## config.mk

```make
export PLATFORM = sky130hd
export DESIGN_NAME = dram_port
export DESIGN_NICKNAME = d
export VERILOG_FILES = /design/src/logic/dram_cache_pkg.sv /design/src/logic/dram_port.sv
export VERILOG_INCLUDE_DIRS = /design/src /design/src/logic
export SDC_FILE = /design/constraint.sdc
export NUM_CORES = 1
export LEC_CHECK = 0
export ABC_AREA = 1
export BUFFER_PORTS_ARGS = -buffer_cell sky130_fd_sc_hd__buf_2
export CORE_AREA = 5 5 167 169
export CTS_CLUSTER_SIZE = 24
export DETAILED_ROUTE_END_ITERATION = 7
export DIE_AREA = 0 0 172 174
export PLACE_DENSITY = 0.59
export SLEW_MARGIN = 20
export SYNTH_ARGS = -nofsm -noshare
export SYNTH_HDL_FRONTEND = slang
export SYNTH_SLANG_ARGS = --single-unit
```

## constraint.sdc

```tcl
create_clock -name CLK -period 3.7 [get_ports CLK]
set_input_delay 0.74 -clock CLK [delete_from_list [all_inputs] [get_ports CLK]]
set_output_delay 0.74 -clock CLK [all_outputs]
set_load 0.05 [all_outputs]
```

## src/logic/dram_cache_cfg.svh

```systemverilog
`ifndef DRAM_CACHE_CFG_SVH
`define DRAM_CACHE_CFG_SVH

// client side
`define DC_ADDR_W   32  // request address
`define DC_WORD_W   32  // request data
`define DC_BYTES_W  4   // one enable per byte of a word

// cache geometry, direct mapped
`define DC_LINE_W   128 // one line = four words
`define DC_LINES    64
`define DC_INDEX_W  6   // log2 of DC_LINES
`define DC_OFFSET_W 4   // byte offset inside a line
`define DC_TAG_W    22  // what is left of the address

`endif
```

## src/logic/dram_cache_pkg.sv

```systemverilog
package dram_cache_pkg;

`include "dram_cache_cfg.svh"

    // size field of a client access, value 3 is reserved
    typedef enum logic [1:0] {
        ACC_BYTE = 2'd0,
        ACC_HALF = 2'd1,
        ACC_WORD = 2'd2
    } acc_size_e;

    // flat word for the DRAM write port, fields for the cache array
    typedef union packed {
        logic [`DC_ADDR_W-1:0] raw;
        struct packed {
            logic [`DC_TAG_W-1:0]   tag;
            logic [`DC_INDEX_W-1:0] index;
            logic [1:0]             wsel;  // word in line
            logic [1:0]             bsel;  // byte in word
        } f;
    } dc_addr_u;

    typedef enum logic [2:0] {
        ST_IDLE,
        ST_LOOKUP,
        ST_WBUF_WAIT,
        ST_FILL_WAIT,
        ST_RESPOND
    } ctrl_state_e;

endpackage

```

## src/logic/dram_port.sv

```systemverilog
`timescale 1ns/10ps
`include "dram_cache_cfg.svh"

module dram_port import dram_cache_pkg::*; (
    input  logic                   CLK,
    input  logic                   i_rrst_x,
    input  logic                   i_wb_push,
    input  dc_addr_u               i_addr,
    input  logic [`DC_WORD_W-1:0]  i_wdata,
    input  logic [`DC_BYTES_W-1:0] i_mask,
    output logic                   o_wb_full,
    input  logic                   i_rd_start,
    output logic                   o_rd_done,
    output logic [`DC_LINE_W-1:0]  o_rd_line,
    output logic                   o_mem_wr_valid,
    output logic [`DC_ADDR_W-1:0]  o_mem_wr_addr,
    output logic [`DC_WORD_W-1:0]  o_mem_wr_data,
    output logic [`DC_BYTES_W-1:0] o_mem_wr_mask,
    input  logic                   i_mem_wr_ready,
    output logic                   o_mem_rd_valid,
    output logic [`DC_ADDR_W-1:0]  o_mem_rd_addr,
    input  logic                   i_mem_rd_ready,
    input  logic                   i_mem_rd_valid,
    input  logic [`DC_LINE_W-1:0]  i_mem_rd_data
);

    logic r_wb_full;
    logic r_rd_req;   // latched, not yet accepted
    logic r_rd_wait;  // accepted, line not back yet
    logic r_rd_done;

    assign o_wb_full      = r_wb_full;
    assign o_mem_wr_valid = r_wb_full;
    assign o_mem_rd_valid = r_rd_req && !r_wb_full;  // reads stay behind the store
    assign o_rd_done      = r_rd_done;

    always_ff @(posedge CLK) begin
        if (!i_rrst_x) begin
            r_wb_full <= 1'b0;
            r_rd_req  <= 1'b0;
            r_rd_wait <= 1'b0;
            r_rd_done <= 1'b0;
        end else begin
            if (i_wb_push) begin
                r_wb_full <= 1'b1;
            end else if (o_mem_wr_valid && i_mem_wr_ready) begin
                r_wb_full <= 1'b0;
            end
            if (i_rd_start) begin
                r_rd_req <= 1'b1;
            end else if (o_mem_rd_valid && i_mem_rd_ready) begin
                r_rd_req  <= 1'b0;
                r_rd_wait <= 1'b1;
            end
            r_rd_done <= r_rd_wait && i_mem_rd_valid;  // one cycle pulse
            if (r_rd_wait && i_mem_rd_valid) begin
                r_rd_wait <= 1'b0;
            end
        end
    end

    always_ff @(posedge CLK) begin
        if (i_wb_push) begin
            o_mem_wr_addr <= {i_addr.raw[`DC_ADDR_W-1:2], 2'b00};
            o_mem_wr_data <= i_wdata;
            o_mem_wr_mask <= i_mask;
        end
        if (i_rd_start) begin
            o_mem_rd_addr <= {i_addr.f.tag, i_addr.f.index, {`DC_OFFSET_W{1'b0}}};
        end
        if (r_rd_wait && i_mem_rd_valid) begin
            o_rd_line <= i_mem_rd_data;
        end
    end

    a_no_push_full: assert property (@(posedge CLK) disable iff (!i_rrst_x)
        i_wb_push |-> !r_wb_full);

    a_one_read: assert property (@(posedge CLK) disable iff (!i_rrst_x)
        i_rd_start |-> !(r_rd_req || r_rd_wait));

endmodule

```

### Word-level counts from Yosys, hierarchy flattened

Cells that the tools add are included.

* flip-flop bits (word level): 226
* latch bits: 0
* bits in writable memories: 0
* memory bits (read-only): 0
* output and inout bits: 232
* memories kept: 0

* $add $sub $neg: 0
* multiply operators: 0
* divide/modulo/power cells: 0
* $lt $le $gt $ge: 0
* eq/ne operators: 0
* shift-type cells: 0
* mux-type cells: 4
* bitwise operators: 2
* reductions and logical operators: 9

Operators by type and width (number)
* $logic_and A1 B1 Y1: 4
* $mux W1: 4
* $reduce_bool A2 Y1: 2
* $not A1 Y1: 2
* $reduce_and A2 Y1: 1
* $reduce_or A2 Y1: 1
* $logic_not A1 Y1: 1

### Longest topological paths before layout

* depth in word-level cells: 5
* gate-level depth with buffers: 4
* mapped depth without buffers: 4

### Worst setup path after synthesis

No wires, ideal clock.

* path type: input to register
* start: input port i_mem_rd_valid
* end: register o_rd_line[0] (enable)
* library setup time: 0.481 ns
* arrival time: 3.301 ns
* path slack: -0.082 ns
* cell stages on the path: 2
* path buffers: 0
* path through: nand2_1 -> inv_1

* longest elaborated chain between the ends: 1

RTL lines
* start: declaration: line dram_port.sv:23 `input logic i_mem_rd_valid,`
* $logic_and A1 B1 Y1: line dram_port.sv:71 `if (r_rd_wait && i_mem_rd_valid) begin`
* end signal: assignment: line dram_port.sv:72 `o_rd_line <= i_mem_rd_data;`
* end: declaration: line dram_port.sv:14 `` output logic [`DC_LINE_W-1:0] o_rd_line, ``

Every way passes these cells.
A chain may end at the register's enable or synchronous reset.

### Worst setup path after layout

* start: register r_wb_full, in the netlist o_mem_wr_valid
* end: output port o_mem_rd_valid

* longest elaborated chain between the ends: 2

RTL lines
* start: declaration: line dram_port.sv:27 `logic r_wb_full;`
* start signal: assignment: line dram_port.sv:39 `r_wb_full <= 1'b0;`
* start signal: assignment: line dram_port.sv:45 `r_wb_full <= 1'b1;`
* start signal: assignment: line dram_port.sv:47 `r_wb_full <= 1'b0;`
* $logic_not A1 Y1: line dram_port.sv:34 `assign o_mem_rd_valid = r_rd_req && !r_wb_full;`
* $logic_and A1 B1 Y1: line dram_port.sv:34
* end: declaration: line dram_port.sv:20 `output logic o_mem_rd_valid,`

Every way passes these cells.

==> metrics.txt <==
status finished clean; CTS tree done; Pleak 4.26 nW; core area 26400 um^2; CTS buffer count 24; CTS Sinks around 230; warnings from Yosys 0; Max Slew Vio Count 0; initial antenna violation count 7; Detailed Route WL ~19000 um; area leader, netlist edfxtp_1; Crit Path Category flop to output port; RSZ-0062 raised after global routing no; CP endpoint kind output port; Slowest cell on crit path dfxtp_1; skew final 7.20 ps; Post-synth ARST share 0%; Worst-Margin Slew 719 ps; final setup fails 0; FP Rows 60; design area 10300 um^2; worst-path maximum fanout 5; PwrDens 584 nW/um^2; via density per instance 3.92; share of cells above drive strength 1 65.4%; Synth Flop Type edfxtp_1; Synth Instances 251; Clock Pin Slew Worst Setup and Hold Paths 60 ps; Setup crit start kind flop; Crit path depth 2; cell family with most CP delay flip-flops; Inst Count DP 1020; area of placed instances 9460 um^2; CP Data Required Time 2960 ps; EDFF count, synth 222; Final Power about 6.0 mW; Final Hold Viols 0; share of the synthesized area in the top cell type 96.9%; max_slew headroom 52.1%; largest net degree at the start of global routing 52; Max Root-Sink Buffers 3; Area Overhead vs Synth 49.4%; Seq cells post-synth approximately 230; peak per-stage delay on the critical path roughly 340 ps; Fin Setup TNS 0 ps; worst setup margin between 1500 and 2000 ps; fin util about two fifths; Post-DP HPWL 15100 um; Final Cycle Share 55.4%; Final min period between 2000 and 2500 ps; Fmax 488 MHz; Worst EP arrival between 1000 and 1500 ps; GPL Wtd Cong between 0.7 and 0.8; Total GRT Usage 12.1%; post-synthesis average cell area between 20 and 30 um^2; total number of vias roughly 4200; Synth Cell Area 6880 um^2; most common cell in the synthesized netlist edfxtp_1; global-route wire length before repair 27500 um; post-CTS sizing 0; final net count 908; hold depth 1; total grt overflow 0; Die X 172 um; hold slack 401 ps; Yosys cell types 12; Buffers on Ports 426; worst vdd ir 0.000382 V; number of max-cap violations 0; Max H-tree Level 1; Setup Buffers After CTS 0; Detailed Route Iter0 Violations 148; Die ar. around 30000 um^2; synth cell count leaders edfxtp_1, buf_4, inv_1, dfxtp_1; drt wl/cell 18.2 um; cells on worst reg2reg path 3; Synth area leaders edfxtp_1, dfxtp_1, buf_4; dpl ws around 1300 ps; Non-Filler Instances roughly 1100; register area share after synthesis between 90% and 100%; root buffer cell clkbuf_16; CP cell instances nor2_2 -> buf_2; vias in the first global route 4579; Hold WC Path Type primary input to flop; Final ANT Viol Nets 0; CP bufs+invs 1; Clk Latency, worst-skew pair 510 ps; Die Ht 174 um; CTS Hold Bufs 0; router iterations before antenna repair 5; Initial Util a little over a quarter; DRC Markers 0; IO Count ~440
flip-flops by register name, indices dropped and copies added, names as in the netlist:
signal / cells
o_mem_rd_addr: 28
o_mem_wr_addr: 30
o_mem_wr_data: 32
o_mem_wr_mask: 4
o_mem_wr_valid: 1
o_rd_done: 1
o_rd_line: 128
r_rd_req: 1
r_rd_wait: 1
placed cells by master, fill, tap and decap left out, types with 2 or more instances in the layout:
cell | synthesis | routed
dfxtp_1 | 4 | 4
buf_4 | 7 | 2
a21oi_1 | 2 | 2
conb_1 | 1 | 6
clkinv_2 | 0 | 6
edfxtp_1 | 222 | 222
buf_12 | 0 | 2
nor2_1 | 3 | 3
clkbuf_16 | 0 | 25
bufinv_16 | 0 | 3
diode_2 | 0 | 3
nand2_1 | 3 | 3
clkinv_1 | 0 | 4
clkinvlp_4 | 0 | 4
buf_2 | 0 | 426
inv_1 | 5 | 4
logic make-up (layout without fill, tap and decap cells):
family | Yosys count | in the layout | synth area share, %
AOI/OAI and AO/OA | 4 | 4 | 0.345
DFF | 226 | 226 | 98.1
other | 1 | 9 | 0.0545
buffers and inverters | 12 | 479 | 1.04
and+or+nand+nor | 8 | 8 | 0.509
layer usage:
metal / up-vias / part of all wire (%) / global-route usage (%)
met4: 8 / 2.4 / 3.77
met5: - / 0.24 / 0
met3: 36 / 16 / 6.73
met1: 1943 / 33 / 12.6
li1: 1904 / - / -
met2: 289 / 48 / 20.8
power by group:
| group | internal, mW | switching (mW) |
|---|---|---|
| clock | 1.44 | 0.964 |
| sequential | 2.93 | 0.0250 |
| combinational | 0.145 | 0.492 |
| total | 4.52 | 1.48 |
path summary, 6_finish.rpt:
kind / start / endpoint / slack, ps
max: o_mem_wr_valid$_SDFFE_PN0P_ / o_mem_rd_valid / 1650
min: i_mask[2] / o_mem_wr_mask[2]$_DFFE_PP_ / 400
max reg2reg: r_rd_wait$_SDFFE_PP0P_ / o_rd_line[33]$_DFFE_PP_ / 1910
min reg2reg: r_rd_wait$_SDFFE_PP0P_ / r_rd_wait$_SDFFE_PP0P_ / 460
final cells by class:
class,instances,area [um^2]
fill,2508,16100
sequential,226,6750
timing repair buffer,430,2190
clock buffer,26,629
tap,341,427
clock inverter,18,175
multi-input combinational,18,81.3
inverter,5,22.5
antenna,3,7.51
Power figures use the tool's default switching activity.
