===== src/logic/dram_cache_cfg.svh =====
`ifndef DRAM_CACHE_CFG_SVH
`define DRAM_CACHE_CFG_SVH

// client side
`define DC_ADDR_W   32  // request address
`define DC_WORD_W   32  // request data
`define DC_BYTES_W  4   // one enable per byte of a word

// cache geometry, direct mapped
`define DC_LINE_W   128 // one line = four words
`define DC_LINES    64
`define DC_INDEX_W  6   // log2 of DC_LINES
`define DC_OFFSET_W 4   // byte offset inside a line
`define DC_TAG_W    22  // what is left of the address

`endif

===== src/logic/dram_cache_pkg.sv =====
package dram_cache_pkg;

`include "dram_cache_cfg.svh"

    // size field of a client access, value 3 is reserved
    typedef enum logic [1:0] {
        ACC_BYTE = 2'd0,
        ACC_HALF = 2'd1,
        ACC_WORD = 2'd2
    } acc_size_e;

    // flat word for the DRAM write port, fields for the cache array
    typedef union packed {
        logic [`DC_ADDR_W-1:0] raw;
        struct packed {
            logic [`DC_TAG_W-1:0]   tag;
            logic [`DC_INDEX_W-1:0] index;
            logic [1:0]             wsel;  // word in line
            logic [1:0]             bsel;  // byte in word
        } f;
    } dc_addr_u;

    typedef enum logic [2:0] {
        ST_IDLE,
        ST_LOOKUP,
        ST_WBUF_WAIT,
        ST_FILL_WAIT,
        ST_RESPOND
    } ctrl_state_e;

endpackage


===== src/logic/cache_ctrl.sv =====
`timescale 1ns/10ps
`include "dram_cache_cfg.svh"

module cache_ctrl import dram_cache_pkg::*; (
    input  logic                   CLK,
    input  logic                   i_rrst_x,
    input  logic                   i_op_valid,
    output logic                   o_op_ready,
    input  logic                   i_op_write,
    input  dc_addr_u               i_op_addr,
    input  logic [`DC_WORD_W-1:0]  i_op_wdata,
    input  logic [`DC_BYTES_W-1:0] i_op_mask,
    output logic                   o_lookup,
    input  logic                   i_hit,
    input  logic [`DC_LINE_W-1:0]  i_line,
    output logic                   o_fill,
    output logic                   o_merge,
    output logic                   o_wb_push,
    input  logic                   i_wb_full,
    output logic                   o_rd_start,
    input  logic                   i_rd_done,
    input  logic [`DC_LINE_W-1:0]  i_rd_line,
    output logic                   o_rsp_valid,
    input  logic                   i_rsp_ready,
    output logic [`DC_LINE_W-1:0]  o_rsp_line
);

    ctrl_state_e           r_state;
    ctrl_state_e           w_next;
    logic [`DC_LINE_W-1:0] r_rsp_line;

    assign o_rsp_valid = (r_state == ST_RESPOND);
    assign o_rsp_line  = r_rsp_line;

    // the request stays in req_stage until o_op_ready,
    // so the array and the DRAM side read it from there
    always_comb begin
        w_next     = r_state;
        o_op_ready = 1'b0;
        o_lookup   = 1'b0;
        o_fill     = 1'b0;
        o_merge    = 1'b0;
        o_wb_push  = 1'b0;
        o_rd_start = 1'b0;
        case (r_state)
            ST_IDLE: begin
                o_lookup = i_op_valid;
                if (i_op_valid) begin
                    w_next = ST_LOOKUP;
                end
            end
            ST_LOOKUP: begin
                if (i_op_write) begin
                    w_next = ST_WBUF_WAIT;
                end else if (i_hit) begin
                    w_next = ST_RESPOND;
                end else begin
                    o_rd_start = 1'b1;  // read miss, fetch the line
                    w_next     = ST_FILL_WAIT;
                end
            end
            ST_WBUF_WAIT: begin
                if (!i_wb_full) begin
                    o_wb_push  = 1'b1;   // store goes through to DRAM
                    o_merge    = i_hit;  // no allocate on a miss
                    o_op_ready = 1'b1;
                    w_next     = ST_IDLE;
                end
            end
            ST_FILL_WAIT: begin
                if (i_rd_done) begin
                    o_fill = 1'b1;
                    w_next = ST_RESPOND;
                end
            end
            ST_RESPOND: begin
                if (i_rsp_ready) begin
                    o_op_ready = 1'b1;
                    w_next     = ST_IDLE;
                end
            end
            default: begin
                w_next = ST_IDLE;
            end
        endcase
    end

    always_ff @(posedge CLK) begin
        if (!i_rrst_x) begin
            r_state <= ST_IDLE;
        end else begin
            r_state <= w_next;
        end
    end

    always_ff @(posedge CLK) begin
        if (r_state == ST_LOOKUP && !i_op_write && i_hit) begin
            r_rsp_line <= i_line;
        end else if (o_fill) begin
            r_rsp_line <= i_rd_line;  // same line that goes into the array
        end
    end

    a_rsp_hold: assert property (@(posedge CLK) disable iff (!i_rrst_x)
        o_rsp_valid && !i_rsp_ready |=> o_rsp_valid && $stable(o_rsp_line));

    // req_stage keeps the op steady for the whole sequence
    a_op_hold: assert property (@(posedge CLK) disable iff (!i_rrst_x)
        r_state != ST_IDLE && !o_op_ready
        |=> $stable({i_op_write, i_op_addr, i_op_wdata, i_op_mask}));

endmodule


===== config.mk =====
export PLATFORM = sky130hd
export DESIGN_NAME = cache_ctrl
export DESIGN_NICKNAME = d
export VERILOG_FILES = /design/src/logic/dram_cache_pkg.sv /design/src/logic/cache_ctrl.sv
export VERILOG_INCLUDE_DIRS = /design/src /design/src/logic
export SDC_FILE = /design/constraint.sdc
export NUM_CORES = 1
export LEC_CHECK = 0
export ABC_AREA = 1
export BUFFER_PORTS_ARGS = -buffer_cell sky130_fd_sc_hd__buf_2
export CORE_AREA = 3 3 180 182
export DETAILED_ROUTE_END_ITERATION = 8
export DIE_AREA = 0 0 183 185
export PLACE_DENSITY = 0.48
export SLEW_MARGIN = 20
export SYNTH_ARGS = -nofsm -noshare
export SYNTH_HDL_FRONTEND = slang
export SYNTH_SLANG_ARGS = --single-unit

===== constraint.sdc =====
create_clock -name CLK -period 5.8 [get_ports CLK]
set_input_delay 1.45 -clock CLK [delete_from_list [all_inputs] [get_ports CLK]]
set_output_delay 1.45 -clock CLK [all_outputs]
set_load 0.02 [all_outputs]

# Yosys cells after proc, flatten, opt, wreduce, memory -nomap -nowiden
# Index checks and enable logic that the tools add are counted.
# op_classes
eq_ne	8
n_mux	21
n_reduce_logical	6
# op_table
operator	n
$mux 128	2
$mux 3	6
$pmux 3 s5	1
$mux 1	11
$eq 3x2->1 const B	2
$ne 2x2->1 const B	3
$reduce_and 4->1	1
$eq 3x1->1 const B	1
$eq 3x3->1 const B	1
$logic_not 3->1	1
$logic_and 1x1->1	2
$ne 2x1->1 const B	1
$pmux 1 s2	1
$reduce_bool 2->1	1
$logic_not 1->1	1
# word_totals
ff_bits	131
input_bits	332
out_inout_bits	135
elab_cells	37

# Logic depth before layout (Yosys ltp)
# depth
depth_word	4
depth_mapped	8
mapped_depth_nobuf	6

# Worst setup path after synthesis
# Ideal clock, no wire load.
# synth_path
kind	in2reg
startpoint	input port i_rd_done
endpoint	register r_rsp_line[0], in the netlist o_rsp_line[0], enable pin
setup_time_ns	0.517
arrival_time_ns	4.822
required_ns	5.283
path_slack_ns	0.461
path_stages	2
path_buffers	0
cell_sequence	inv_1 -> o21ai_2
# synth_between
elab_chain_len	3
# synth_rtl
element	line	rtl
from (decl)	cache_ctrl.sv:21	input logic i_rd_done,
$mux 1	cache_ctrl.sv:71	if (i_rd_done) begin
$mux 1	cache_ctrl.sv:45	case (r_state)
$reduce_bool 2->1 (no source line)	-	
to (signal assigned)	cache_ctrl.sv:98	r_rsp_line <= i_line;
to (signal assigned)	cache_ctrl.sv:100	r_rsp_line <= i_rd_line;
to (decl)	cache_ctrl.sv:30	logic [`DC_LINE_W-1:0] r_rsp_line;
# No other way between the ends.
# A chain may end at the register's enable or synchronous reset.

# Worst setup path after layout
# layout_path
startpoint	input port i_hit
endpoint	output port o_rd_start
# layout_between
elab_chain_len	3
# layout_rtl
element	line	rtl
from (decl)	cache_ctrl.sv:14	input logic i_hit,
$mux 1	cache_ctrl.sv:55	end else if (i_hit) begin
$mux 1	cache_ctrl.sv:53	if (i_op_write) begin
$mux 1	cache_ctrl.sv:45	
to (decl)	cache_ctrl.sv:20	output logic o_rd_start,
# No other way between the ends.

==> summary.md <==
| Metric | Value |
|---|---|
| Worst skew pair latency | 0.41 ns |
| I/O pin total | 467 |
| Max-cap violations | 0 |
| Site Rows | 64 |
| Area delta synth->final | 46.3% |
| Hold Path Sink | r_state[0] |
| CTS Hold Bufs | 0 |
| Reg2reg path depth | 3 |
| Clock transition at the registers of the reported paths | 0.07 ns |
| Min-delay worst type | flop to flop |
| VDD IR max | 0.000142 V |
| Root buf cell | clkbuf_16 |
| Mapped Nets | 650 |
| Post-synth top area share | 0.617 |
| RePlAce Congestion | 0.723 |
| Leakage Power | 0.00433 uW |
| Final Skew | 0.0110 ns |
| Final Setup Violations | 0 |
| Sw Ratio | 0.293 |
| Initial Utilization | 0.202 |
| Reg-to-Reg Start | r_state[0] |
| Largest net degree at the start of global routing | 66 |
| Fill cells | 3,193 |
| First-pass GRT wire length | 24,800 um |
| Hold path depth | 2 |
| Worst setup SP type | input port |
| Setup slack, reg-to-reg | 3.47 ns |
| ANT cells | 0 |
| CTS Buf Count | 17 |
| WP data arrival | 2.15 ns |
| Share of cells above drive strength 1 | 0.768 |
| Fin. Hold Viols | 0 |
| TritonCTS clock tree | built |
| PwrDens | 350 nW/um^2 |
| Die X | 183 um |
| Power Total | 3190 uW |
| Mapped Cells | 318 |
| Avg WL per Cell | 15.6 um |
| Die area | 33,900 um^2 |
| GRT Total Usage | 0.0978 |
| Combinational share of power | 0.248 |
| Sink Count | 131 |
| Setup crit end kind | output port |
| Leading area contributor after synthesis | edfxtp_1 |
| Top-count cell post-synth | edfxtp_1 |
| Via count | 4,223 |
| Post-synth EDFFs | 128 |
| Drt first pass iters | 4 |
| Worst slew margin | 0.454 |
| Port Buf Inserts | 398 |
| F_max | 0.278 GHz |
| RSZ-0062 raised after global routing | no |
| Max Slew Vio Count | 0 |
| Hold Startpoint | r_state[1] |
| Internal | 2250 uW |
| Asr flop ratio synth | 0 |
| Critical path type | input port to output port |
| Outcome | finished clean |
| Switching power | 934 uW |
| Detail Placement HPWL | 13,800 um |
| Setup TNS | 0 ns |
| Die height | 185 um |
| Number of vias per cell | 3.73 |
| RR Endpoint | o_rsp_line[61] |
| Final min period | 3.60 ns |
| Post-CTS setup buffer count | 0 |
| Longest Clk Path Bufs | 2 |
| Crit-path max FO | 2 |
| Syn avg cell area | 19.6 um^2 |
| Initial drt markers | 130 |
| Synthesized area | 6230 um^2 |
| Post-synth cell types | 22 |
| Synth top area cells | edfxtp_1 (62%), mux2_4 (26%), buf_12 (3.5%), mux2_2 (3.4%), dfxtp_1 (0.96%) |
| CP Launch Point | i_hit |
| Seq/Total Area, Yosys | 0.627 |
| Top cells by count, synth | edfxtp_1 (128), mux2_4 (109), mux2_2 (19) |
| Routed wire length | 17,700 um |
| Post-route ant nets | 0 |
| H-tree levels | 4 |
| Vias in the first global route | 4,366 |
| Residual DRC | 0 |
| Clock power frac | 0.354 |
| Required @ worst endpoint | 4.35 ns |
| Synth warn | 0 |
| Slew @ Worst Pin | 0.820 ns |
| Grt total ovfl | 0 |
| #FFs+latches synth | 131 |
| NumNets Final | 1,056 |
| Initial antenna violation count | 0 |
| Sequential power share | 0.398 |
| Final Cycle Share | 0.621 |
| Post-CTS Resized | 0 |
| Ys flop type | edfxtp_1 |
| Core ar. | 30,700 um^2 |
-- power groups by stage --
| stage | Combinational, uW | Sequential [uW] | Clock [uW] |
|---|---|---|---|
| 2_1_floorplan | 422 | 1450 | 0 |
| 5_1_grt | 853 | 1280 | 1210 |
| 3_5_place_dp | 808 | 1290 | 0 |
| 3_3_place_gp | 809 | 1280 | 0 |
| 6_report | 789 | 1270 | 1130 |
| 4_1_cts | 810 | 1270 | 1170 |
-- layout make-up --
class,count,area [um^2],area share
flip-flops and latches,131,3900,0.428
multi-input cells,161,2030,0.223
clock inverters,15,179,0.0196
well taps,396,495,0.0544
clock buffers,17,425,0.0467
inverters,11,41.3,0.00453
repair buffers,402,2030,0.223
-- cells by family (layout without fill, tap and decap cells) --
group	count (synthesis)	after routing	share of synthesized area
flops	131	131	0.627
mux	128	128	0.297
buf+inv	26	445	0.0478
simple gates	27	27	0.0223
compound gates	6	6	0.00563
-- per-stage QoR --
step           setup slack [ns]   util  hold WS (ns)  cells  cell area (um^2)
3_3_place_gp               2.18  0.277         0.631   1101              8510
4_1_cts                    2.17  0.296         0.639   1133              9110
6_report                   2.20  0.296         0.647   1133              9110
2_1_floorplan             0.461      -         0.580    318              6230
3_5_place_dp               2.18  0.277         0.620   1101              8510
5_1_grt                    2.15  0.296         0.668   1133              9110
-- metal layers --
layer	routed length, um	vias to the layer above	track usage
met5	0	-	0
met4	238	0	0.0344
met3	1450	15	0.0344
met2	9200	208	0.173
met1	6780	1966	0.110
li1	-	2034	-
-- worst max-delay path by stage --
stage / end / slack, ns / cells past startpoint
2_1_floorplan: o_rsp_line[0] / 0.46 / 2
3_3_place_gp: o_rd_start / 2.18 / 4
3_5_place_dp: o_rd_start / 2.18 / 4
4_1_cts: o_rd_start / 2.17 / 4
5_1_grt: o_rd_start / 2.15 / 4
6_report: o_rd_start / 2.20 / 4
-- flip-flops by register name, indices dropped and copies added, names as in the netlist --
name,flops
o_rsp_line,128
r_state,3
-- layout by cell type (no fill, tap or decap) --
master / count
nor3_1: 3
clkinv_1: 1
clkinv_4: 2
clkinv_2: 2
dfxtp_1: 3
edfxtp_1: 128
clkbuf_16: 17
mux2_2: 19
o21ai_0: 2
a21oi_1: 2
nor2_1: 8
nand2_1: 7
buf_2: 398
or2_2: 1
o21ai_4: 1
mux2_4: 109
nor2_2: 1
inv_6: 4
inv_1: 11
nand3_4: 1
nand4_1: 1
o22ai_1: 1
buf_4: 3
buf_12: 1
nor2_4: 1
clkinvlp_4: 3
bufinv_16: 3
nand3_1: 4
-- critical path, stage by stage --
cell and delay, ns:
buf_2 0.10, or2_2 0.29, nor2_1 0.13, buf_2 0.18
Note: power is estimated with default switching activity, not from simulation.
