File: config.mk
export PLATFORM = sky130hd
export DESIGN_NAME = req_stage
export DESIGN_NICKNAME = d
export VERILOG_FILES = /design/src/logic/dram_cache_pkg.sv /design/src/logic/req_stage.sv
export VERILOG_INCLUDE_DIRS = /design/src /design/src/logic
export SDC_FILE = /design/constraint.sdc
export NUM_CORES = 1
export LEC_CHECK = 0
export ABC_AREA = 0
export BUFFER_PORTS_ARGS = -buffer_cell sky130_fd_sc_hd__clkbuf_2
export CAP_MARGIN = 25
export CORE_UTILIZATION = 28
export CTS_BUF_LIST = sky130_fd_sc_hd__clkbuf_4
export CTS_CLUSTER_DIAMETER = 150
export DETAILED_ROUTE_END_ITERATION = 8
export PLACE_DENSITY_LB_ADDON = 0.3
export RECOVER_POWER = 50
export SYNTH_ARGS = -nofsm -noshare
export SYNTH_HDL_FRONTEND = slang
export SYNTH_SLANG_ARGS = --single-unit
File: constraint.sdc
create_clock -name CLK -period 8.2 [get_ports CLK]
set_input_delay 1.64 -clock CLK [delete_from_list [all_inputs] [get_ports CLK]]
set_output_delay 1.64 -clock CLK [all_outputs]
set_load 0.02 [all_outputs]
File: src/logic/dram_cache_cfg.svh
`ifndef DRAM_CACHE_CFG_SVH
`define DRAM_CACHE_CFG_SVH

// client side
`define DC_ADDR_W   32  // request address
`define DC_WORD_W   32  // request data
`define DC_BYTES_W  4   // one enable per byte of a word

// cache geometry, direct mapped
`define DC_LINE_W   128 // one line = four words
`define DC_LINES    64
`define DC_INDEX_W  6   // log2 of DC_LINES
`define DC_OFFSET_W 4   // byte offset inside a line
`define DC_TAG_W    22  // what is left of the address

`endif
File: src/logic/dram_cache_pkg.sv
package dram_cache_pkg;

`include "dram_cache_cfg.svh"

    // size field of a client access, value 3 is reserved
    typedef enum logic [1:0] {
        ACC_BYTE = 2'd0,
        ACC_HALF = 2'd1,
        ACC_WORD = 2'd2
    } acc_size_e;

    // flat word for the DRAM write port, fields for the cache array
    typedef union packed {
        logic [`DC_ADDR_W-1:0] raw;
        struct packed {
            logic [`DC_TAG_W-1:0]   tag;
            logic [`DC_INDEX_W-1:0] index;
            logic [1:0]             wsel;  // word in line
            logic [1:0]             bsel;  // byte in word
        } f;
    } dc_addr_u;

    typedef enum logic [2:0] {
        ST_IDLE,
        ST_LOOKUP,
        ST_WBUF_WAIT,
        ST_FILL_WAIT,
        ST_RESPOND
    } ctrl_state_e;

endpackage

File: src/logic/req_stage.sv
`timescale 1ns/10ps
`include "dram_cache_cfg.svh"

module req_stage import dram_cache_pkg::*; (
    input  logic                   CLK,
    input  logic                   i_rrst_x,
    input  logic                   i_req_valid,
    input  logic                   i_req_write,
    input  acc_size_e              i_req_size,
    input  logic [`DC_ADDR_W-1:0]  i_req_addr,
    input  logic [`DC_WORD_W-1:0]  i_req_wdata,
    output logic                   o_req_ready,
    output logic                   o_op_valid,
    input  logic                   i_op_ready,
    output logic                   o_op_write,
    output dc_addr_u               o_op_addr,
    output logic [`DC_WORD_W-1:0]  o_op_wdata,
    output logic [`DC_BYTES_W-1:0] o_op_mask
);

    logic                   r_valid;
    logic                   w_accept;
    dc_addr_u               w_addr;
    logic [`DC_BYTES_W-1:0] w_mask;
    logic [`DC_WORD_W-1:0]  w_wdata;

    assign w_accept    = i_req_valid && o_req_ready;
    assign w_addr      = i_req_addr;
    assign o_req_ready = !r_valid;   // one deep, no bypass
    assign o_op_valid  = r_valid;

    // byte lanes and replicated store data from the size field
    always_comb begin
        case (i_req_size)
            ACC_BYTE: begin
                w_mask  = 4'b0001 << w_addr.f.bsel;
                w_wdata = {4{i_req_wdata[7:0]}};
            end
            ACC_HALF: begin
                w_mask  = 4'b0011 << {w_addr.f.bsel[1], 1'b0};
                w_wdata = {2{i_req_wdata[15:0]}};
            end
            default: begin
                w_mask  = 4'b1111;
                w_wdata = i_req_wdata;
            end
        endcase
    end

    always_ff @(posedge CLK) begin
        if (!i_rrst_x) begin
            r_valid <= 1'b0;
        end else if (w_accept) begin
            r_valid <= 1'b1;
        end else if (o_op_valid && i_op_ready) begin
            r_valid <= 1'b0;  // controller finished with it
        end
    end

    always_ff @(posedge CLK) begin
        if (w_accept) begin
            o_op_write <= i_req_write;
            o_op_addr  <= w_addr;
            o_op_wdata <= w_wdata;
            o_op_mask  <= w_mask;
        end
    end

    a_no_rsvd_size: assert property (@(posedge CLK) disable iff (!i_rrst_x)
        w_accept |-> i_req_size != 2'd3);

endmodule

-- Yosys cells after proc, flatten, opt, wreduce, memory -nomap -nowiden
Cells that the tools add are included.
- flip-flop bits (word level): 70
- input bits: 71
- word-level logic and storage cells: 17
- equal/unequal tests: 1
- shift operators: 2
- muxes and demuxes: 4
- reductions and logical operators: 5
- operators with widths (cell ; number):
    $pmux W32 S2 ; 1
    $pmux W4 S2 ; 1
    $shl A1 B2 Y4 const A ; 1
    $shl A2 B2 Y4 const A ; 1
    $eq A2 B1 Y1 const B ; 1
    $logic_and A1 B1 Y1 ; 2
    $logic_not A2 Y1 ; 1
    $mux W1 ; 2
    $reduce_bool A2 Y1 ; 1
    $logic_not A1 Y1 ; 1

-- Longest topological paths before layout
Gate-level depths: netlist (run 1).
- depth in word-level cells: 3
- mapped depth: 4
- gate-level depth less buffers: 2

-- Worst setup path before layout (run 1)
No wires, ideal clock.
- path type: input-to-reg
- start point: input i_req_valid
- end point: register o_op_addr[0] in the netlist's numbering, enable pin
- library setup time: 0.503 ns
- arrival: 4.668 ns
- setup slack: 3.029 ns
- stages: 1
- cells stage by stage: nor2b_1
- cells in the longest elaborated chain, start to end: 1
- RTL lines (what ; line ; text):
    start, declared ; req_stage.sv:7 ; input logic i_req_valid,
    $logic_and A1 B1 Y1 ; req_stage.sv:27 ; assign w_accept = i_req_valid && o_req_ready;
    end signal, assigned ; req_stage.sv:63 ; o_op_addr <= w_addr;
    end, declared ; req_stage.sv:16 ; output dc_addr_u o_op_addr,
Every way passes these cells.
A chain may end at the register's enable or synchronous reset.

-- Worst setup path after layout (run 1)
- start point: input i_req_valid
- end point: register o_op_addr[26] in the netlist's numbering, enable pin
- cells in the longest elaborated chain, start to end: 1
- RTL lines (what ; line ; text):
    $logic_and A1 B1 Y1 ; req_stage.sv:27 ;
    net w_accept ; req_stage.sv:22 ; logic w_accept;
The timed path passes the listed nets, and every way through them passes these cells.

==> impl_metrics.py, run 1 <==
metrics = {
    "power_and_ir_drop": {
        "intPower_mw": 0.6110,
        "ir_drop_v": 0.00007909,
        "p_total_mw": 0.8013,
        "p_switching_mw": 0.1903,
        "p_leak_nw": 1.483,
        "p_sw_frac": 0.2375,
        "sequentialPowerShare": 0.537,
        "power_frac_comb": 0.120,
        "p_clk_frac": 0.342,
        "power.density_nw_per_um2": 228.1,
    },
    "grt": {
        "grtUsageTotal": 0.1222,
        "grtUsageMet3": 0.05655,
        "use_met2": 0.1880,
        "grt_max_degree": 70,
        "top_usage_layer": "met2",
        "met1_usage": 0.1420,
        "gr-total-overflow": 0,
        "antenna_found_initial": 0,
        "grt_pass1_vias": 1743,
        "grt_pass1_wl_um": 8652,
    },
    "placement": {
        "gp_congestion": 0.7122,
        "port-buffer-count": 141,
        "dp_hpwl_um": 4030,
        "dp_slack_ns": 5.025,
        "place_inst": 372,
    },
    "timing": {
        "fin_crit_ns": 4.540,
        "setup_tns_ns": 0,
        "slew_viol_final": 70,
        "finalWorstSetupSlack_ns": 3.660,
        "setup_viol": 0,
        "worstMarginPinSlew_ns": 3.670,
        "max-slew-margin-rel": -1.446,
        "clock.fmax_mhz": 220.3,
        "hold_viol": 0,
        "rsz0062_at_grt": "no",
        "fin_skew_ns": 0.005832,
        "finalCritPeriodShare": 0.5537,
    },
    "route": {
        "post_drt_wl_per_cell_um": 14.81,
        "drt_pre_antenna_iters": 7,
        "viasPerCell": 4.394,
        "first_iter_violations": 74,
        "postRouteAntennaNets": 0,
        "drt-total-wl_um": 5747,
        "num_vias": 1705,
        "drc": 17,
    },
    "cells_and_area": {
        "fin_cells": 388,
        "n_fill_cell": 843,
        "final_cell_mix": "128 x clkbuf_2, 69 x edfxtp_1, 15 x mux2_2",
        "drive_above_1_share": 0.5679,
        "antenna_cells": 0,
        "mostFrequentLayoutCell": "clkbuf_2",
        "nNetsFinal": 346,
        "final-seq-area_um2": 2092,
        "multi_input_area_um2": 405.4,
        "syn2layout_area_growth_pct": 36.18,
    },
    "setup_path": {
        "end_kind": "flop",
        "arrival_ns": 4.47,
        "cp-start-kind": "input pin",
        "crit_required_ns": 8.13,
        "path_max_fanout": 69,
        "critical_path_class": "input pin to flop",
    },
    "die": {
        "dieHeight_um": 97.99,
        "start_util": 0.2930,
        "ios": 142,
        "die_area_um2": 9602,
        "core_area_um2": 8806,
        "die_w_um": 97.99,
        "num_rows": 34,
    },
    "outcome": {
        "outcome": "finished with violations",
        "violations": "DRC, capacitance limit, slew limit",
    },
    "logic_synthesis": {
        "ys_seq_area_frac": 0.8109,
        "netlist_area_um2": 2580,
        "ys_seq_elements": 70,
        "syn_nets": 197,
        "yosysUniqueCellTypes": 15,
        "avgSynthCellArea_um2": 20.48,
        "syn_inst": 126,
        "ys_warn_count": 0,
    },
    "run": {
        "drv_cap": 1,
    },
    "clocking": {
        "clock_latency_ns": 0.40,
        "cts.sinks": 70,
        "path_clk_slew_ns": 0.11,
        "cts_tree": "done",
        "cts_hold_buf": 0,
        "cts_resized": 0,
        "ctsLongestPathBuffers": 2,
        "numCtsBuffers": 9,
        "clockRootBuffer": "clkbuf_4",
        "cts_setup_buffers": 0,
        "htree_num_levels": 3,
    },
    "hold_path": {
        "hold_class": "flop to flop",
    },
}
## routing by layer
metal | wire, um | share of wire
met1 | 2202 | 0.38
met2 | 2548 | 0.44
met3 | 872 | 0.15
met4 | 123 | 0.021
met5 | 0 | 0
## worst max-delay path, cell delays in order
cell and delay (ns):
clkbuf_1 0.08, nor2b_1 0.12, clkbuf_1 2.58
## cell type report
type                       count  share of cell area
tap                          108             0.03846
timing repair buffer         142              0.1973
clock buffer                   9             0.01923
inverter                       2            0.002137
sequential                    70              0.5954
clock inverter                 7             0.03205
multi-input combinational     50              0.1154
## synthesized netlist by cell type
| cell type | number | area [um^2] |
|---|---|---|
| nor2_4 | 1 | 11.26 |
| mux2_2 | 15 | 168.9 |
| o21ai_2 | 8 | 70.07 |
| inv_1 | 2 | 7.510 |
| nor2b_1 | 2 | 12.51 |
| nor2_1 | 1 | 3.750 |
| buf_8 | 1 | 15.01 |
| o211a_1 | 1 | 10.01 |
| mux2_1 | 1 | 11.26 |
| edfxtp_1 | 69 | 2072 |
| nand2_1 | 9 | 33.78 |
| mux2i_1 | 8 | 80.08 |
| dfxtp_1 | 1 | 20.02 |
| buf_6 | 3 | 33.78 |
| o21bai_1 | 4 | 30.03 |
## through the flow
step	area (um^2)	hold slack, ns	util
2_1_floorplan	2580	0.6075	-
3_3_place_gp	3387	0.5636	0.3846
3_5_place_dp	3387	0.5889	0.3846
4_1_cts	3567	0.6148	0.4051
5_1_grt	3513	0.6290	0.3990
6_report	3513	0.5688	0.3990
## sequential cells by signal (all words and copies together) (netlist names)
signal	flops
o_op_mask	4
o_op_valid	1
o_op_addr	32
o_op_wdata	32
o_op_write	1
## final timing paths
check                            startpoint            end  slack (ns)  depth (start not counted)
worst max-delay path            i_req_valid  o_op_addr[26]        3.66                          3
worst min-delay path             o_op_valid     o_op_valid        0.57                          2
worst max register to register   o_op_valid  o_op_addr[26]        4.64                          2
worst min register to register   o_op_valid     o_op_valid        0.57                          2
## power groups by stage
stage               Sequential, mW  Combinational (mW)  Clock [mW]
floorplan                    0.467              0.0280           0
global placement             0.437               0.100           0
detailed placement           0.437               0.102           0
CTS                          0.429               0.102       0.285
global route                 0.434               0.104       0.295
finish                       0.431              0.0965       0.274
## kinds of logic (layout without fill, tap and decap cells)
kind of cell           Yosys count  after routing  synth area share
AND/OR/NAND/NOR                 13             13           0.02376
AO/OA/AOI/OAI                   13             13           0.04268
flip-flops                      70             70            0.8109
multiplexers                    24             24            0.1009
buffers and inverters            6            160           0.02182
Power figures use the tool's default switching activity.
==> run 2: changes to the inputs <==
==> constraint.sdc (replaced) <==
create_clock -name CLK -period 4.1 [get_ports CLK]
set_input_delay 0.82 -clock CLK [delete_from_list [all_inputs] [get_ports CLK]]
set_output_delay 0.82 -clock CLK [all_outputs]
set_load 0.02 [all_outputs]
==> run 2 against run 1 <==
Effect of this change: the flow still finishes with violations (DRC, capacitance limit, slew limit); first-iteration DRC count shrank 30%; critical path depth is the same; clock power increased by 77%; routed wire length decreased by 2.8%; utilization decreased by 0.27 points; sequential share of layout area increased by 0.41 points; power increased by 92%; count of clock-buffer cells in the layout unchanged; register-to-register slack worse by 2.8 ns; critical path type unchanged.
==> impl_metrics.py, run 2 (same netlist as run 1, synthesis figures left out) <==
metrics = {
    "timing": {
        "finalCritPeriodShare": 0.5813,
        "fin_skew_ns": 0.01302,
        "worstMarginPinSlew_ns": 1.732,
        "slew_viol_final": 70,
        "fin_crit_ns": 2.383,
        "setup_tns_ns": 0,
        "clock.fmax_mhz": 419.6,
        "setup_viol": 0,
        "hold_ws_ns": 0.5669,
        "max-slew-margin-rel": -0.1547,
        "hold_viol": 0,
        "rsz0062_at_grt": "no",
    },
    "die": {
        "start_util": 0.2930,
        "ios": 142,
        "die_w_um": 97.99,
        "dieHeight_um": 97.99,
        "num_rows": 34,
        "die_area_um2": 9602,
        "core_area_um2": 8806,
    },
    "cells_and_area": {
        "syn2layout_area_growth_pct": 35.26,
        "nNetsFinal": 346,
        "drive_above_1_share": 0.5714,
        "final_cell_mix": "128 x clkbuf_2, 69 x edfxtp_1, 15 x mux2_2",
        "n_fill_cell": 850,
        "reg_top3": "o_op_addr (32), o_op_wdata (32), o_op_mask (4)",
        "fin_util": 0.3963,
        "final_area_um2": 3490,
        "antenna_cells": 0,
        "mostFrequentLayoutCell": "clkbuf_2",
    },
    "grt": {
        "grtUsageMet3": 0.05225,
        "antenna_found_initial": 0,
        "grt_pass1_vias": 1701,
        "grtUsageTotal": 0.1208,
        "grt_pass1_wl_um": 8721,
        "grt_max_degree": 70,
        "use_met2": 0.1831,
        "met1_usage": 0.1471,
        "top_usage_layer": "met2",
        "gr-total-overflow": 0,
    },
    "setup_path": {
        "arrival_ns": 2.37,
        "cpMostUsedCell": "clkbuf_2",
        "end_kind": "flop",
        "path_max_fanout": 69,
        "crit_required_ns": 4.08,
        "crit_slowest_cell": "clkbuf_2",
        "max_stage_delay_ns": 1.23,
        "cp-start-kind": "input pin",
        "critical_path_class": "input pin to flop",
        "cp_top_family": "buffers and inverters",
        "cp_cell_sequence": "clkbuf_2 -> nor2b_1 -> clkbuf_2",
        "path_buf_inv": 2,
    },
    "power_and_ir_drop": {
        "p_leak_nw": 1.475,
        "ir_drop_v": 0.0001627,
        "power.density_nw_per_um2": 440.3,
        "p_total_mw": 1.536,
    },
    "route": {
        "postRouteAntennaNets": 0,
        "post_drt_wl_per_cell_um": 14.40,
        "num_vias": 1709,
        "drt-total-wl_um": 5586,
        "drt_pre_antenna_iters": 7,
        "viasPerCell": 4.405,
        "first_iter_violations": 52,
        "drc": 15,
    },
    "outcome": {
        "violations": "DRC, capacitance limit, slew limit",
        "outcome": "finished with violations",
    },
    "clocking": {
        "cts.sinks": 70,
        "cts_setup_buffers": 0,
        "cts_tree": "done",
        "path_clk_slew_ns": 0.11,
        "clock_latency_ns": 0.40,
        "htree_num_levels": 3,
        "cts_resized": 0,
        "clockRootBuffer": "clkbuf_4",
        "numCtsBuffers": 9,
        "cts_hold_buf": 0,
        "ctsLongestPathBuffers": 2,
    },
    "run": {
        "drv_cap": 1,
    },
    "hold_path": {
        "hold_class": "flop to flop",
    },
    "placement": {
        "port-buffer-count": 141,
        "dp_hpwl_um": 3956,
        "gp_congestion": 0.6662,
        "place_area_um2": 3387,
    },
}
[run 2: changes by cell type in the layout (fill, tap and decap cells not counted)]
cell / previous run / this run
bufinv_16: 3 / 2
clkinv_2: 0 / 2
clkinv_1: 2 / 1
[run 2: path summary, 6_finish.rpt]
kind | from | endpoint | slack [ns] | depth (start not counted)
max | i_req_valid | o_op_addr[22] | 1.72 | 3
min | o_op_valid | o_op_valid | 0.57 | 2
max reg2reg | o_op_valid | o_op_addr[22] | 1.88 | 2
min reg2reg | o_op_valid | o_op_valid | 0.57 | 2
[run 2: worst min-delay path, cell delays in order, from the launching register on]
cell     delay (ns)
dfxtp_1        0.36
nand2_1        0.06
o211a_1        0.12
[run 2: per-stage QoR]
step | instances | setup WS, ns
floorplan | 126 | 1.040
finish | 388 | 1.717
detailed placement | 372 | 1.766
global route | 388 | 1.644
CTS | 388 | 2.179
global placement | 372 | 1.810
[run 2: cell type report]
class	count	area, um^2	share of cell area
multi-input cells	50	405.4	0.1162
inverters	2	7.507	0.002151
clock buffers	9	67.56	0.01936
flip-flops and latches	70	2092	0.5995
repair buffers	142	693.2	0.1986
well taps	108	135.1	0.03872
clock inverters	7	88.84	0.02546
[run 2: metal layers]
| metal | vias to the layer above | share of wire |
|---|---|---|
| li1 | 783 | - |
| met1 | 802 | 0.41 |
| met2 | 115 | 0.45 |
| met3 | 9 | 0.13 |
| met4 | 0 | 0.011 |
| met5 | - | 0 |
[run 2: power breakdown]
part | total (mW) | leakage [nW] | switching (mW) | internal [mW]
Clock | 0.486 | 0.0794 | 0.243 | 0.243
Sequential | 0.858 | 0.667 | 0.0125 | 0.845
Combinational | 0.193 | 0.728 | 0.123 | 0.0695
Total | 1.54 | 1.47 | 0.379 | 1.16
==> run 3: changes to the inputs <==
==> constraint.sdc (replaced) <==
create_clock -name CLK -period 2.39 [get_ports CLK]
set_input_delay 0.478 -clock CLK [delete_from_list [all_inputs] [get_ports CLK]]
set_output_delay 0.478 -clock CLK [all_outputs]
set_load 0.02 [all_outputs]
==> run 3 against run 2 <==
Effect of this change: the run ends with DRC left; worst hold slack worse by 0.33 ns; worst setup slack worse by 1.0 ns; combinational power is 75% higher; critical path type unchanged; critical endpoint is now o_op_wdata[8]; largest cell class unchanged.
==> impl_metrics.py, run 3 (same netlist as run 1, synthesis figures left out) <==
metrics = {
    "outcome": {
        "outcome": "finished with violations",
        "violations": "DRC",
    },
    "setup_path": {
        "end_kind": "flop",
        "cp_cell_sequence": "clkbuf_1 -> nor2_1 -> mux2_2",
        "path_buf_inv": 1,
        "cp_top_family": "simple AND/OR/NAND/NOR gates",
        "reg2reg_depth": 2,
        "cp-start-kind": "input pin",
        "crit_required_ns": 2.55,
        "arrival_ns": 1.88,
        "reg2reg_to": "o_op_addr[3]",
        "r2r_slack_ns": 0.72,
        "path_max_fanout": 11,
        "rr_startpoint": "o_op_valid",
        "critical_path_class": "input pin to flop",
        "max_stage_delay_ns": 0.67,
        "crit_slowest_cell": "nor2_1",
    },
    "route": {
        "first_iter_violations": 55,
        "drt_pre_antenna_iters": 6,
        "num_vias": 1695,
        "drt-total-wl_um": 5617,
        "drc": 15,
        "viasPerCell": 4.357,
        "postRouteAntennaNets": 0,
        "post_drt_wl_per_cell_um": 14.44,
    },
    "timing": {
        "fin_skew_ns": 0.01094,
        "clock.fmax_mhz": 583.3,
        "hold_ws_ns": 0.2326,
        "setup_tns_ns": 0,
        "max-slew-margin-rel": 0.3644,
        "slew_viol_final": 0,
        "finalCritPeriodShare": 0.7173,
        "hold_viol": 0,
        "rsz0062_at_grt": "no",
        "setup_viol": 0,
        "worstMarginPinSlew_ns": 0.9534,
        "fin_crit_ns": 1.714,
        "finalWorstSetupSlack_ns": 0.6757,
    },
    "cells_and_area": {
        "final_area_um2": 3523,
        "reg_top3": "o_op_addr (32), o_op_wdata (32), o_op_mask (4)",
        "fin_util": 0.4001,
        "mostFrequentLayoutCell": "clkbuf_2",
        "final_cell_mix": "129 x clkbuf_2, 69 x edfxtp_1, 15 x mux2_2",
        "nNetsFinal": 347,
        "syn2layout_area_growth_pct": 36.57,
        "fin_cells": 389,
        "antenna_cells": 0,
        "n_fill_cell": 820,
        "drive_above_1_share": 0.5943,
        "multi_input_area_um2": 416.7,
        "final-seq-area_um2": 2092,
    },
    "run": {
        "drv_cap": 0,
    },
    "die": {
        "ios": 142,
        "die_w_um": 97.99,
        "core_area_um2": 8806,
        "dieHeight_um": 97.99,
        "num_rows": 34,
        "start_util": 0.2930,
        "die_area_um2": 9602,
    },
    "placement": {
        "dp_slack_ns": 0.6701,
        "place_inst": 373,
        "place_area_um2": 3407,
        "gp_congestion": 0.6883,
        "dp_hpwl_um": 4065,
        "port-buffer-count": 141,
    },
    "power_and_ir_drop": {
        "ir_drop_v": 0.0002953,
        "p_leak_nw": 1.502,
        "p_total_mw": 2.677,
        "power.density_nw_per_um2": 759.7,
    },
    "clocking": {
        "numCtsBuffers": 9,
        "cts_hold_buf": 0,
        "cts.sinks": 70,
        "path_clk_slew_ns": 0.13,
        "cts_setup_buffers": 0,
        "clockRootBuffer": "clkbuf_4",
        "ctsLongestPathBuffers": 2,
        "htree_num_levels": 3,
        "cts_resized": 0,
        "clock_latency_ns": 0.41,
        "cts_tree": "done",
    },
    "hold_path": {
        "hold_class": "input pin to flop",
        "whs_path_depth": 1,
        "hp-start": "i_req_addr[15]",
        "whs_endpoint": "o_op_addr[15]",
    },
    "grt": {
        "grt_max_degree": 70,
        "gr-total-overflow": 0,
        "grt_pass1_wl_um": 8535,
        "grt_pass1_vias": 1705,
        "antenna_found_initial": 0,
        "grtUsageTotal": 0.1189,
    },
}
-- run 3: cell types whose count changed in the layout (fill, tap and decap cells not counted), moves of 2 or more --
cell      before  now
clkbuf_1      14   12
o21ai_0        7    4
clkinv_4       0    3
o21ai_2        1    4
-- run 3: layer usage --
| metal | global-route usage | share of wire | vias up |
|---|---|---|---|
| met5 | 0 | 0 | - |
| met4 | 0.05944 | 0.017 | 0 |
| met3 | 0.05082 | 0.13 | 8 |
| met1 | 0.1401 | 0.41 | 782 |
| met2 | 0.1858 | 0.44 | 112 |
| li1 | - | - | 793 |
-- run 3: layout make-up --
class	count	share of cell area
clock buffer	9	0.01918
tap	108	0.03835
clock inverter	7	0.02805
multi-input combinational	50	0.1183
timing repair buffer	143	0.2003
sequential	70	0.5938
inverter	2	0.002131
-- run 3: how the worst max path moves through the flow --
| stage | from | slack [ns] | to | depth (start not counted) |
|---|---|---|---|---|
| floorplan | i_req_valid | 0.43 | o_op_addr[0] | 1 |
| global placement | i_req_size[1] | 0.70 | o_op_wdata[17] | 3 |
| detailed placement | i_req_size[0] | 0.67 | o_op_wdata[11] | 3 |
| CTS | o_op_valid | 0.80 | o_req_ready | 2 |
| global route | i_req_size[0] | 0.59 | o_op_wdata[14] | 3 |
| finish | i_req_size[0] | 0.68 | o_op_wdata[8] | 3 |
-- run 3: worst register-to-register path: stages, from the launching register on --
cell and delay [ns]:
dfxtp_1 0.38, nor2b_4 0.11, clkbuf_4 0.73
-- run 3: power by group --
part	switching, mW	total, mW	internal (mW)
Combinational	0.215	0.338	0.123
Clock	0.443	0.870	0.427
Sequential	0.0216	1.47	1.45
